## src/stream_pe_pkg.sv

```systemverilog
package stream_pe_pkg;

    // array geometry, one column of processing elements per stream lane
    localparam int num_col = 4;
    localparam int lane_w = 16;
    // full width of one stream beat across all lanes
    localparam int phit_size = num_col * lane_w;

    // configuration table, one entry is consumed per accepted beat
    localparam int cfg_depth = 16;
    localparam int cfg_addr_w = $clog2(cfg_depth);

    // per-column register file
    localparam int rf_depth = 8;
    localparam int rf_addr_w = $clog2(rf_depth);

    // the immediate is zero-extended up to the lane width inside the column
    localparam int imm_w = 8;

    // alu operations, sub is always lane minus operand
    typedef enum logic [1:0] {
        op_add  = 2'd0,
        op_sub  = 2'd1,
        op_xor  = 2'd2,
        op_pass = 2'd3
    } op_e;

    // second operand sources
    typedef enum logic [1:0] {
        sel_rf   = 2'd0,
        sel_imm  = 2'd1,
        sel_itr  = 2'd2,
        sel_left = 2'd3
    } sel_e;

    // one 20-bit configuration entry for a single column
    typedef struct packed {
        logic                 valid;
        op_e                  op;
        sel_e                 sel;
        logic                 rf_wr_en;
        logic [rf_addr_w-1:0] rf_wr_addr;
        logic [rf_addr_w-1:0] rf_rd_addr;
        logic [imm_w-1:0]     imm;
    } cfg_entry_t;

    // host write, the mask picks which columns take the entry
    typedef struct packed {
        logic [num_col-1:0]    en;
        logic [cfg_addr_w-1:0] addr;
        cfg_entry_t            entry;
    } cfg_wr_t;

    // lane 0 sits in the least significant bits
    typedef logic [num_col-1:0][lane_w-1:0] stream_word_t;

    // register file clear write, applied to every column at once
    typedef struct packed {
        logic                 en;
        logic [rf_addr_w-1:0] addr;
    } rf_clear_t;

    // beat handed from the sequencer to the data path
    typedef struct packed {
        logic              valid;
        stream_word_t      data;
        logic [lane_w-1:0] itr;
    } stage_t;

endpackage

```

## src/stream_sequencer.sv

```systemverilog
module stream_sequencer (
    input  logic                                  clk,
    input  logic                                  arst_n,
    input  logic                                  start_loader,
    input  logic [stream_pe_pkg::cfg_addr_w-1:0]  cfg_last_entry,
    input  logic [stream_pe_pkg::rf_addr_w:0]     rf_clear_count,
    input  logic                                  start_stream_in,
    input  stream_pe_pkg::stream_word_t           stream_in,
    output logic                                  ready_stream_in,
    output logic [stream_pe_pkg::cfg_addr_w-1:0]  rd_addr,
    output stream_pe_pkg::rf_clear_t              rf_clear,
    output stream_pe_pkg::stage_t                 stage
);

    // idle until the first load, then clear the register files, then stream
    typedef enum logic [1:0] {
        st_idle,
        st_clear,
        st_stream
    } state_e;

    state_e                                state_q;
    logic [stream_pe_pkg::cfg_addr_w-1:0]  last_entry_q;
    logic [stream_pe_pkg::cfg_addr_w-1:0]  ptr_q;
    logic [stream_pe_pkg::rf_addr_w:0]     clear_cnt_q;
    logic [stream_pe_pkg::rf_addr_w-1:0]   clear_addr_q;
    logic [stream_pe_pkg::lane_w-1:0]      itr_q;
    logic                                  stage_valid_q;
    logic [stream_pe_pkg::phit_size-1:0]   stage_data_q;
    logic [stream_pe_pkg::lane_w-1:0]      stage_itr_q;
    logic                                  accept;
    logic                                  clear_last;

    // ready is a level, start is the per-beat strobe
    assign ready_stream_in = (state_q == st_stream);
    assign accept = start_stream_in && ready_stream_in;

    // the last clear address is one below the sampled count
    assign clear_last = (({1'b0, clear_addr_q} + 1'b1) == clear_cnt_q);

    always_ff @(posedge clk or negedge arst_n) begin
        if (!arst_n) begin
            state_q      <= st_idle;
            last_entry_q <= '0;
            clear_cnt_q  <= '0;
            clear_addr_q <= '0;
            ptr_q        <= '0;
            itr_q        <= '0;
        end else if (start_loader) begin
            // a new load phase restarts the pass over the table from entry 0
            last_entry_q <= cfg_last_entry;
            clear_cnt_q  <= rf_clear_count;
            clear_addr_q <= '0;
            ptr_q        <= '0;
            itr_q        <= '0;
            // with nothing to clear we go straight to streaming
            state_q      <= (rf_clear_count == '0) ? st_stream : st_clear;
        end else begin
            case (state_q)
                st_clear: begin
                    clear_addr_q <= clear_addr_q + 1'b1;
                    if (clear_last) begin
                        state_q <= st_stream;
                    end
                end
                st_stream: begin
                    if (accept) begin
                        // wrap after the last entry and count one finished pass
                        if (ptr_q == last_entry_q) begin
                            ptr_q <= '0;
                            itr_q <= itr_q + 1'b1;
                        end else begin
                            ptr_q <= ptr_q + 1'b1;
                        end
                    end
                end
                default: begin
                    state_q <= st_idle;
                end
            endcase
        end
    end

    // the stage valid bit tracks every accept so beats keep draining
    always_ff @(posedge clk or negedge arst_n) begin
        if (!arst_n) begin
            stage_valid_q <= 1'b0;
        end else begin
            stage_valid_q <= accept;
        end
    end

    // itr here is the count before the wrap increment of the same edge
    always_ff @(posedge clk) begin
        if (accept) begin
            stage_data_q <= stream_in;
            stage_itr_q  <= itr_q;
        end
    end

    // the table registers the entry at this address on the accept edge too
    assign rd_addr = ptr_q;

    assign rf_clear.en   = (state_q == st_clear);
    assign rf_clear.addr = clear_addr_q;

    assign stage.valid = stage_valid_q;
    assign stage.data  = stage_data_q;
    assign stage.itr   = stage_itr_q;

endmodule

```

## src/config_table.sv

```systemverilog
module config_table (
    input  logic                                                 clk,
    input  stream_pe_pkg::cfg_wr_t                               cfg_wr,
    input  logic [stream_pe_pkg::cfg_addr_w-1:0]                 rd_addr,
    output stream_pe_pkg::cfg_entry_t [stream_pe_pkg::num_col-1:0] entries
);

    // one independent table per column, all indexed by the same address
    stream_pe_pkg::cfg_entry_t mem_q [stream_pe_pkg::num_col][stream_pe_pkg::cfg_depth];

    // host writes land only in the columns selected by the mask
    always_ff @(posedge clk) begin
        for (int c = 0; c < stream_pe_pkg::num_col; c++) begin
            if (cfg_wr.en[c]) begin
                mem_q[c][cfg_wr.addr] <= cfg_wr.entry;
            end
        end
    end

    // registered read every cycle
    // this lines the entries up with the beat held in the sequencer stage
    always_ff @(posedge clk) begin
        for (int c = 0; c < stream_pe_pkg::num_col; c++) begin
            entries[c] <= mem_q[c][rd_addr];
        end
    end

endmodule

```

## src/pe_column.sv

```systemverilog
module pe_column (
    input  logic                              clk,
    input  logic                              arst_n,
    input  stream_pe_pkg::cfg_entry_t         entry,
    input  logic [stream_pe_pkg::lane_w-1:0]  lane,
    input  logic [stream_pe_pkg::lane_w-1:0]  left_lane,
    input  logic [stream_pe_pkg::lane_w-1:0]  itr,
    input  logic                              stage_valid,
    input  stream_pe_pkg::rf_clear_t          rf_clear,
    output logic [stream_pe_pkg::lane_w-1:0]  result
);

    logic [stream_pe_pkg::lane_w-1:0] rf_q [stream_pe_pkg::rf_depth];
    logic [stream_pe_pkg::lane_w-1:0] operand;
    logic [stream_pe_pkg::lane_w-1:0] alu_out;
    logic [stream_pe_pkg::lane_w-1:0] result_d;
    logic                             rf_wr;

    // second operand mux
    // the register file read is combinational so a beat sees earlier write-backs
    always_comb begin
        operand = '0;
        case (entry.sel)
            stream_pe_pkg::sel_rf: begin
                operand = rf_q[entry.rf_rd_addr];
            end
            stream_pe_pkg::sel_imm: begin
                operand = {{(stream_pe_pkg::lane_w - stream_pe_pkg::imm_w){1'b0}}, entry.imm};
            end
            stream_pe_pkg::sel_itr: begin
                operand = itr;
            end
            stream_pe_pkg::sel_left: begin
                // left neighbor's input lane of this beat, not its result
                operand = left_lane;
            end
            default: begin
                operand = '0;
            end
        endcase
    end

    // alu, the own lane is always the first operand
    always_comb begin
        alu_out = '0;
        case (entry.op)
            stream_pe_pkg::op_add: begin
                alu_out = lane + operand;
            end
            stream_pe_pkg::op_sub: begin
                alu_out = lane - operand;
            end
            stream_pe_pkg::op_xor: begin
                alu_out = lane ^ operand;
            end
            stream_pe_pkg::op_pass: begin
                alu_out = operand;
            end
            default: begin
                alu_out = lane;
            end
        endcase
    end

    // an invalid entry leaves the lane untouched
    assign result_d = entry.valid ? alu_out : lane;

    // write-back only for a live beat with a valid, write-enabled entry
    assign rf_wr = stage_valid && entry.valid && entry.rf_wr_en;

    // clears and stream writes never meet, clears run while ready is low
    always_ff @(posedge clk or negedge arst_n) begin
        if (!arst_n) begin
            for (int i = 0; i < stream_pe_pkg::rf_depth; i++) begin
                rf_q[i] <= '0;
            end
        end else if (rf_clear.en) begin
            rf_q[rf_clear.addr] <= '0;
        end else if (rf_wr) begin
            rf_q[entry.rf_wr_addr] <= alu_out;
        end
    end

    // output register, second edge after the accept
    always_ff @(posedge clk) begin
        if (stage_valid) begin
            result <= result_d;
        end
    end

endmodule

```

## src/data_path.sv

```systemverilog
module data_path (
    input  logic                                                   clk,
    input  logic                                                   arst_n,
    input  stream_pe_pkg::stage_t                                  stage,
    input  stream_pe_pkg::cfg_entry_t [stream_pe_pkg::num_col-1:0] entries,
    input  stream_pe_pkg::rf_clear_t                               rf_clear,
    output stream_pe_pkg::stream_word_t                            stream_out,
    output logic                                                   stream_out_valid
);

    // one processing element per lane
    // the left neighbor of column 0 wraps around to the last column
    for (genvar c = 0; c < stream_pe_pkg::num_col; c++) begin : g_col
        pe_column pe_column_inst (
            .clk         (clk),
            .arst_n      (arst_n),
            .entry       (entries[c]),
            .lane        (stage.data[c]),
            .left_lane   (stage.data[(c + stream_pe_pkg::num_col - 1) % stream_pe_pkg::num_col]),
            .itr         (stage.itr),
            .stage_valid (stage.valid),
            .rf_clear    (rf_clear),
            .result      (stream_out[c])
        );
    end

    // valid follows the column output registers by the same single edge
    always_ff @(posedge clk or negedge arst_n) begin
        if (!arst_n) begin
            stream_out_valid <= 1'b0;
        end else begin
            stream_out_valid <= stage.valid;
        end
    end

endmodule

```

## src/stream_pe_top.sv

```systemverilog
module stream_pe_top (
    input  logic                                  clk,
    input  logic                                  arst_n,
    // host configuration writes, only while ready is low
    input  stream_pe_pkg::cfg_wr_t                cfg_wr,
    // one-cycle pulse that opens a load phase
    input  logic                                  start_loader,
    input  logic [stream_pe_pkg::cfg_addr_w-1:0]  cfg_last_entry,
    input  logic [stream_pe_pkg::rf_addr_w:0]     rf_clear_count,
    input  stream_pe_pkg::stream_word_t           stream_in,
    // start is the per-beat strobe, ready is a level
    input  logic                                  start_stream_in,
    output logic                                  ready_stream_in,
    output stream_pe_pkg::stream_word_t           stream_out,
    output logic                                  stream_out_valid
);

    logic [stream_pe_pkg::cfg_addr_w-1:0]                 rd_addr;
    stream_pe_pkg::rf_clear_t                             rf_clear;
    stream_pe_pkg::stage_t                                stage;
    stream_pe_pkg::cfg_entry_t [stream_pe_pkg::num_col-1:0] entries;

    // producer, drives the table address and the beat stage
    stream_sequencer stream_sequencer_inst (
        .clk             (clk),
        .arst_n          (arst_n),
        .start_loader    (start_loader),
        .cfg_last_entry  (cfg_last_entry),
        .rf_clear_count  (rf_clear_count),
        .start_stream_in (start_stream_in),
        .stream_in       (stream_in),
        .ready_stream_in (ready_stream_in),
        .rd_addr         (rd_addr),
        .rf_clear        (rf_clear),
        .stage           (stage)
    );

    // buffer, one registered entry per column for the staged beat
    config_table config_table_inst (
        .clk     (clk),
        .cfg_wr  (cfg_wr),
        .rd_addr (rd_addr),
        .entries (entries)
    );

    // consumer, the columns and the output word
    data_path data_path_inst (
        .clk              (clk),
        .arst_n           (arst_n),
        .stage            (stage),
        .entries          (entries),
        .rf_clear         (rf_clear),
        .stream_out       (stream_out),
        .stream_out_valid (stream_out_valid)
    );

endmodule

```

## config.mk

```make
export PLATFORM = sky130hd
export DESIGN_NAME = stream_pe_top
export DESIGN_NICKNAME = d
export VERILOG_FILES = /design/src/stream_pe_pkg.sv /design/src/stream_sequencer.sv /design/src/config_table.sv /design/src/pe_column.sv /design/src/data_path.sv /design/src/stream_pe_top.sv
export SDC_FILE = /design/constraint.sdc
export NUM_CORES = 2
export LEC_CHECK = 0
export BUFFER_PORTS_ARGS = -buffer_cell sky130_fd_sc_hd__buf_2
export CAP_MARGIN = 20
export CORE_MARGIN = 2
export CORE_UTILIZATION = 50
export DETAILED_ROUTE_END_ITERATION = 10
export GPL_ROUTABILITY_DRIVEN = 0
export PLACE_DENSITY = 0.65
export SLEW_MARGIN = 25
export SYNTH_ARGS = -nofsm -noshare
export SYNTH_HDL_FRONTEND = slang
export SYNTH_SLANG_ARGS = --single-unit
```

## constraint.sdc

```tcl
create_clock -name clk -period 4.8 [get_ports clk]
set_clock_uncertainty 0.15 [all_clocks]
set_input_delay 0.48 -clock clk [delete_from_list [all_inputs] [get_ports clk]]
set_output_delay 0.48 -clock clk [all_outputs]
set_load 0.03 [all_outputs]
```

## Word level (Yosys, flattened, before mapping)

Memories as Yosys holds them, arrays and structs flattened.
Index checks and enable logic that the tools add are counted.

- Bits in latches: 0
- Input bits: 104
- Word-level logic and storage cells: 271
- Memories: 1
- Memory bits (read-only): 0
- Memory bits (writable): 1280
- Flip-flop bits (word level): 771

- Multiply operators: 0
- Reduce and logical (&&, ||, !) cells: 35
- Equality and inequality tests: 30
- Div/mod/pow operators: 0
- $add $sub $neg: 12
- Bitwise gates (word level): 20
- $lt $le $gt $ge: 17
- Shift operators: 0
- Muxes and demuxes: 82

Memories:

| memory | depth | width | rd ports | clocked after memory_dff | write ports | line | source |
|---|---|---|---|---|---|---|---|
| config_table_inst.mem_q | 4 | 320 | 4 | 0 | 4 | config_table.sv:9 | `stream_pe_pkg::cfg_entry_t mem_q [stream_pe_pkg::num_col][stream_pe_pkg::cfg_depth];` |

Operators by type and width:

| cell | count |
|---|---|
| $mux 320 | 4 |
| $mux 128 | 8 |
| $and 128x128->128 | 4 |
| $bwmux 128 | 4 |
| $pmux 16 s4 | 8 |
| $mux 16 | 21 |
| $bmux 20 s4 | 4 |
| $demux 16 s3 | 5 |
| $bmux 16 s3 | 4 |
| $mux 20 | 9 |
| $not 128->128 | 1 |
| $demux 20 s4 | 1 |
| $add 16x16->16 | 4 |
| $sub 16x16->16 | 4 |
| $xor 16x16->16 | 4 |
| $ge 4x4->1 const B | 9 |
| $not 3->4 | 9 |
| $eq 2x2->1 const B | 17 |
| $lt 4x1->1 const B | 5 |
| $eq 2x1->1 const B | 9 |
| $add 16x1->16 const B | 1 |
| $logic_not 2->1 | 8 |
| $mux 4 | 4 |
| $reduce_bool 2->1 | 8 |
| other kinds (17) | 41 |

## Depth between registers and ports, before layout

- Word-level depth: 10
- Gate-level depth with buffers: 23
- Mapped depth without buffers: 20

## Cells and area by module

Synthesis repeated with hierarchy kept, for this count alone.

- Cell total of the unflattened synthesis: 5462
- Area total of the unflattened synthesis: 87810.5 um2

By module, submodules not included:

| module | cells each | area each (um2) | instances | sequential area each (um2) |
|---|---|---|---|---|
| config_table | 2121 | 49830.3 | 1 | 40038.4 |
| pe_column (data_path_inst.g_col[1].pe_column_inst ...) | 789 | 8538.2 | 2 | 3683.5 |
| pe_column (data_path_inst.g_col[0].pe_column_inst) | 763 | 8399.3 | 1 | 3683.5 |
| pe_column (data_path_inst.g_col[3].pe_column_inst) | 752 | 8277.9 | 1 | 3683.5 |
| stream_sequencer | 247 | 4201.5 | 1 | 3253.1 |
| data_path | 1 | 25.0 | 1 | 25.0 |

## Least setup slack after synthesis

Ideal clock, no wire load.

- Path type: register to register
- From: register, netlist name config_table_inst.entries[8]
- To: register data_path_inst.g_col[0].pe_column_inst.result[14] (netlist bit) (data pin)
- Slack: -0.343 ns
- Clock period less this slack: 5.143 ns
- Arrival: 4.859 ns
- Stages on the path, launching flop included: 21
- Cell sequence: dfxtp_1 > buf_4 > buf_6 > mux4_2 > mux2_1 > mux4_2 > inv_1 > ha_1 > nor2_1 > xnor2_1 > ha_1 > a21o_1 > a21oi_1 > o21bai_1 > a21oi_1 > o21bai_1 > a31o_2 > a211oi_1 > nor4_1 > o31ai_1 > mux2_2

- Longest elaborated chain between the ends: 8
- Elaborated cells on any way between the ends: 10
- Classes of those cells: add/sub: 2; mux: 6; bitwise: 2

RTL lines:

| what | line | source |
|---|---|---|
| $not 3->4 (implied by the code) * | pe_column.sv:25 | `operand = rf_q[entry.rf_rd_addr];` |
| $bmux 16 s3 * | pe_column.sv:25 |  |
| $mux 16 (implied by the code) * (2 in series) | pe_column.sv:25 |  |
| $pmux 16 s4 * | pe_column.sv:23 | `case (entry.sel)` |
| $sub 16x16->16, or another cell as far along | pe_column.sv:51 | `alu_out = lane - operand;` |
| $pmux 16 s4 * | pe_column.sv:46 | `case (entry.op)` |
| $mux 16 * | pe_column.sv:66 | `assign result_d = entry.valid ? alu_out : lane;` |
| net data_path_inst.g_col[0].pe_column_inst.result_d, one bit | pe_column.sv:16 | `logic [stream_pe_pkg::lane_w-1:0] result_d;` |
| to (signal assigned) | pe_column.sv:87 | `result <= result_d;` |
| to (decl) | pe_column.sv:10 | `output logic [stream_pe_pkg::lane_w-1:0] result` |

Mark *: on every way through the listed nets, which the timed path passes. The rest lies on a longest branch. The select of a mux whose other input is x is not followed.
A chain may end at the register's enable or synchronous reset.

## Final worst setup path

- From: register, netlist name config_table_inst.entries[68]
- To: register data_path_inst.g_col[3].pe_column_inst.rf_q[111] (netlist bit)

- Longest elaborated chain between the ends: 10
- Elaborated cells on any way between the ends: 12
- Classes of those cells: add/sub: 2; mux: 8; bitwise: 2

RTL lines:

| what | line | source |
|---|---|---|
| $not 3->4 (implied by the code) * | pe_column.sv:25 |  |
| $bmux 16 s3 * | pe_column.sv:25 |  |
| $mux 16 (implied by the code) * (2 in series) | pe_column.sv:25 |  |
| $pmux 16 s4 * | pe_column.sv:23 |  |
| $sub 16x16->16, or another cell as far along | pe_column.sv:51 |  |
| $pmux 16 s4 * | pe_column.sv:46 |  |
| $bwmux 128 * | pe_column.sv:80 | `rf_q[entry.rf_wr_addr] <= alu_out;` |
| $mux 128 * | pe_column.sv:79 | `end else if (rf_wr) begin` |
| $mux 128 * | pe_column.sv:77 | `end else if (rf_clear.en) begin` |
| to (signal, indexed assignment) | pe_column.sv:80 |  |
| to (decl) | pe_column.sv:13 | `logic [stream_pe_pkg::lane_w-1:0] rf_q [stream_pe_pkg::rf_depth];` |

Every way passes the cells marked *; elsewhere a longest branch is shown, timed or not. The select of a mux whose other input is x is not followed.

==> impl_metrics.env <==
export IMPL_r2r_start="config_table_inst.entries[68]"
export IMPL_portBuffers=169
export IMPL_fin_tns_setup_ns=-1.44
export IMPL_clock_path_buffers=3
export IMPL_root_buffer="clkbuf_16"
export IMPL_ys_seq_elements=2051
export IMPL_grt_pass1_vias=51500
export IMPL_rows=152
export IMPL_p_leak_nw=36.9
export IMPL_violations="setup timing"
export IMPL_io_pins=170
export IMPL_setup_ws_ns=-0.171
export IMPL_grt_pass1_wl_um=353000
export IMPL_synthCells=5215
export IMPL_n_fill_cell=12900
export IMPL_tightest_slew_ns=1.12
export IMPL_drc=0
export IMPL_ys_warn_count=0
export IMPL_grt_antenna_before_repair=21
export IMPL_syn_to_final_growth_pct=17.5
export IMPL_synth_common_cells="edfxtp_1 (1424), dfrtp_1 (547), mux4_2 (522)"
export IMPL_clk_pin_slew_ns=0.06
export IMPL_setup_violations_final=9
export IMPL_fmax_ghz=0.201
export IMPL_ys_flop_type="edfxtp_1"
export IMPL_rsz0062_at_grt="yes"
export IMPL_layout_drive_gt1_share_pct=28.6
export IMPL_path_max_fanout=8
export IMPL_met1_length_um=100000
export IMPL_die_h_um=420
export IMPL_r2r_cells=19
export IMPL_htreeDepth=4
export IMPL_status="finished with violations"
export IMPL_synth_area_top_cells="edfxtp_1 (50%), dfrtp_1 (16%), mux4_2 (14%), a22o_1 (2.9%), dfxtp_1 (1.9%)"
export IMPL_viasPerCell=6.16
export IMPL_design_die_area_um2=176000
export IMPL_start_util_pct=50.4
export IMPL_relSlewSlack_pct=24.4
export IMPL_wl_um=240000
export IMPL_finalHoldViolCount=0
export IMPL_crit_type="reg -> reg"
export IMPL_synth_top_cell_by_area="edfxtp_1"
export IMPL_drv_cap=0
export IMPL_synth_fp_nets=5390
export IMPL_numCtsBuffers=203
export IMPL_met3_wirelength_um=19000
export IMPL_r2r_slack_ns=-0.17
export IMPL_hold_depth=1
export IMPL_antenna_left=0
export IMPL_fin_crit_sh_pct=104
export IMPL_seq_area_um2=58100
export IMPL_grt_max_degree=133
export IMPL_cts_sinks=2051
export IMPL_routed_top_layer="met5"
export IMPL_holdPathEnd="config_table_inst.mem_q[2][6]"
export IMPL_period_minus_slack_ns=4.97
export IMPL_num_nets_final=6055
export IMPL_core_area_um2=172000
export IMPL_multi_input_area_um2=27900
export IMPL_hold_path_class="in -> reg"
export IMPL_startpoint_type="flop"
export IMPL_syn_avg_cell_area_um2=16.6
export IMPL_grt_overflow=0
export IMPL_die_w_um=420
export IMPL_synth_most_common_cell="edfxtp_1"
export IMPL_synth_edf_count=1424
export IMPL_wl_per_cell_um=28.7
export IMPL_dr_wl_met2_um=112000
export IMPL_synth_sequential_area_ratio_pct=67.2
export IMPL_post_dp_hpwl_um=154000
export IMPL_clk_latency_ns=0.85
export IMPL_syn_cell_area_um2=86400
export IMPL_hold_start="cfg_wr[6]"
export IMPL_synthDistinctLibCells=89
export IMPL_powerDensity_nw_per_um2=458
export IMPL_end_kind="flop"
export IMPL_dr_pass1_iters=5
export IMPL_utilization_pct=59.2
export IMPL_vias=51600
export IMPL_grt_total_usage_pct=27.5
export IMPL_drt_iter0_drc=6022
export IMPL_synth_top_area_share_pct=49.5
export IMPL_worstPathArrival_ns=5.50
export IMPL_final_max_slew_viol_count=0
export IMPL_synthArstFlopShare_pct=26.7
export IMPL_cts_tree="yes"
export IMPL_r2r_end="data_path_inst.g_col[3].pe_column_inst.rf_q[111]"
export IMPL_critical_path_required_ns=5.33
export IMPL_ir_worst_vdd_mv=0.375
export IMPL_pre_cts_ws_ns=-0.240
-- cell families (layout without fill, tap and decap cells) --
group / Yosys count / in the layout / synth area share [%]
mux: 675 / 675 / 15.5
buf+inv: 313 / 1154 / 1.48
fa+ha+maj: 71 / 71 / 1.06
compound gates: 929 / 929 / 7.46
xor+xnor: 183 / 183 / 1.86
flops: 2051 / 2051 / 67.2
simple gates: 993 / 993 / 5.43
other cells: 0 / 7 / 0
-- state kept, by name (all words and copies together), names as in the netlist --
register,count
stream_sequencer_inst.last_entry_q,4
config_table_inst.mem_q,1280
stream_sequencer_inst.stage_valid_q,1
data_path_inst.stream_out_valid,1
stream_sequencer_inst.clear_cnt_q,4
data_path_inst.g_col.pe_column_inst.result,64
stream_sequencer_inst.stage_data_q,64
stream_sequencer_inst.clear_addr_q,3
data_path_inst.g_col.pe_column_inst.rf_q,512
stream_sequencer_inst.itr_q,16
config_table_inst.entries,80
stream_sequencer_inst.state_q,2
stream_sequencer_inst.stage_itr_q,16
stream_sequencer_inst.rd_addr,4
-- worst max-delay path, stage by stage, from the launching register on --
cell,delay [ns]
dfxtp_2,0.34
buf_12,0.14
mux4_2,0.49
mux2_4,0.31
o221ai_4,0.20
ha_4,0.25
a21oi_4,0.20
ha_4,0.22
nor2b_4,0.12
o31a_1,0.28
o41a_1,0.43
o21a_2,0.26
a221oi_4,0.29
o21ai_2,0.10
xnor2_1,0.15
or3_4,0.36
buf_6,0.13
a21oi_4,0.15
buf_12,0.17
o31ai_2,0.06
-- area by class of cell --
cell class              count  share of cell area [%]
diodes                      7                  0.0173
clock buffers             290                    5.59
clock inverters            91                   0.982
inverters                  52                   0.195
multi-input cells        2851                    27.5
flip-flops and latches   2051                    57.2
well taps                2310                    2.85
repair buffers            721                    5.62
-- per-stage QoR --
stage / hold WS (ns) / cells / instance area, um2 / power [W]
6_report: 0.0302 / 8373 / 102000 / 0.0465
5_1_grt: 0.0282 / 8366 / 101000 / 0.0483
4_1_cts: 0.00322 / 8350 / 101000 / 0.0463
3_5_place_dp: 0.309 / 7880 / 93000 / 0.0304
3_3_place_gp: 0.301 / 7878 / 92900 / 0.0303
2_1_floorplan: 0.0344 / 5215 / 86500 / 0.0266
-- metal layers --
metal,vias up,track usage (%)
li1,21900,-
met1,26900,39.6
met2,2336,42.4
met3,446,4.94
met4,18,9.74
met5,-,0
-- where the power goes --
part           internal (W)  switching [W]
registers            0.0201       0.000708
logic               0.00444        0.00553
clock network       0.00889        0.00685
total                0.0334         0.0131
-- how the worst max path moves through the flow --
stage | start | end | cells after the start
4_1_cts | config_table_inst.entries[68] | data_path_inst.g_col[3].pe_column_inst.rf_q[111] | 20
2_1_floorplan | config_table_inst.entries[8] | data_path_inst.g_col[0].pe_column_inst.result[14] | 20
5_1_grt | config_table_inst.entries[68] | data_path_inst.g_col[3].pe_column_inst.rf_q[111] | 22
3_5_place_dp | config_table_inst.entries[68] | data_path_inst.g_col[3].pe_column_inst.rf_q[127] | 20
3_3_place_gp | config_table_inst.entries[68] | data_path_inst.g_col[3].pe_column_inst.rf_q[111] | 18
6_report | config_table_inst.entries[68] | data_path_inst.g_col[3].pe_column_inst.rf_q[111] | 19
-- layout by cell type, fill, tap and decap left out, drive strengths merged, types with 83 or more instances in the layout --
| cell type | instances |
|---|---|
| xnor2 | 124 |
| nor2 | 196 |
| mux4 | 522 |
| edfxtp | 1424 |
| mux2 | 83 |
| clkbuf | 291 |
| a21oi | 113 |
| a22o | 284 |
| buf | 640 |
| nand2 | 410 |
| dfrtp | 547 |
| o21ai | 323 |
-- repair_timing --
| item | 4_1_cts | 5_1_grt |
|---|---|---|
| gates cloned | 0 | 1 |
| resized for setup | 43 | 148 |
| endpoints found under the setup margin | 98 | 205 |
| pin swaps | 22 | 84 |
| hold buffers | 80 | 0 |
| buffers inserted | 10 | 18 |
| endpoints found under the hold margin | 178 | 0 |
(Power assumes the default switching activity.)
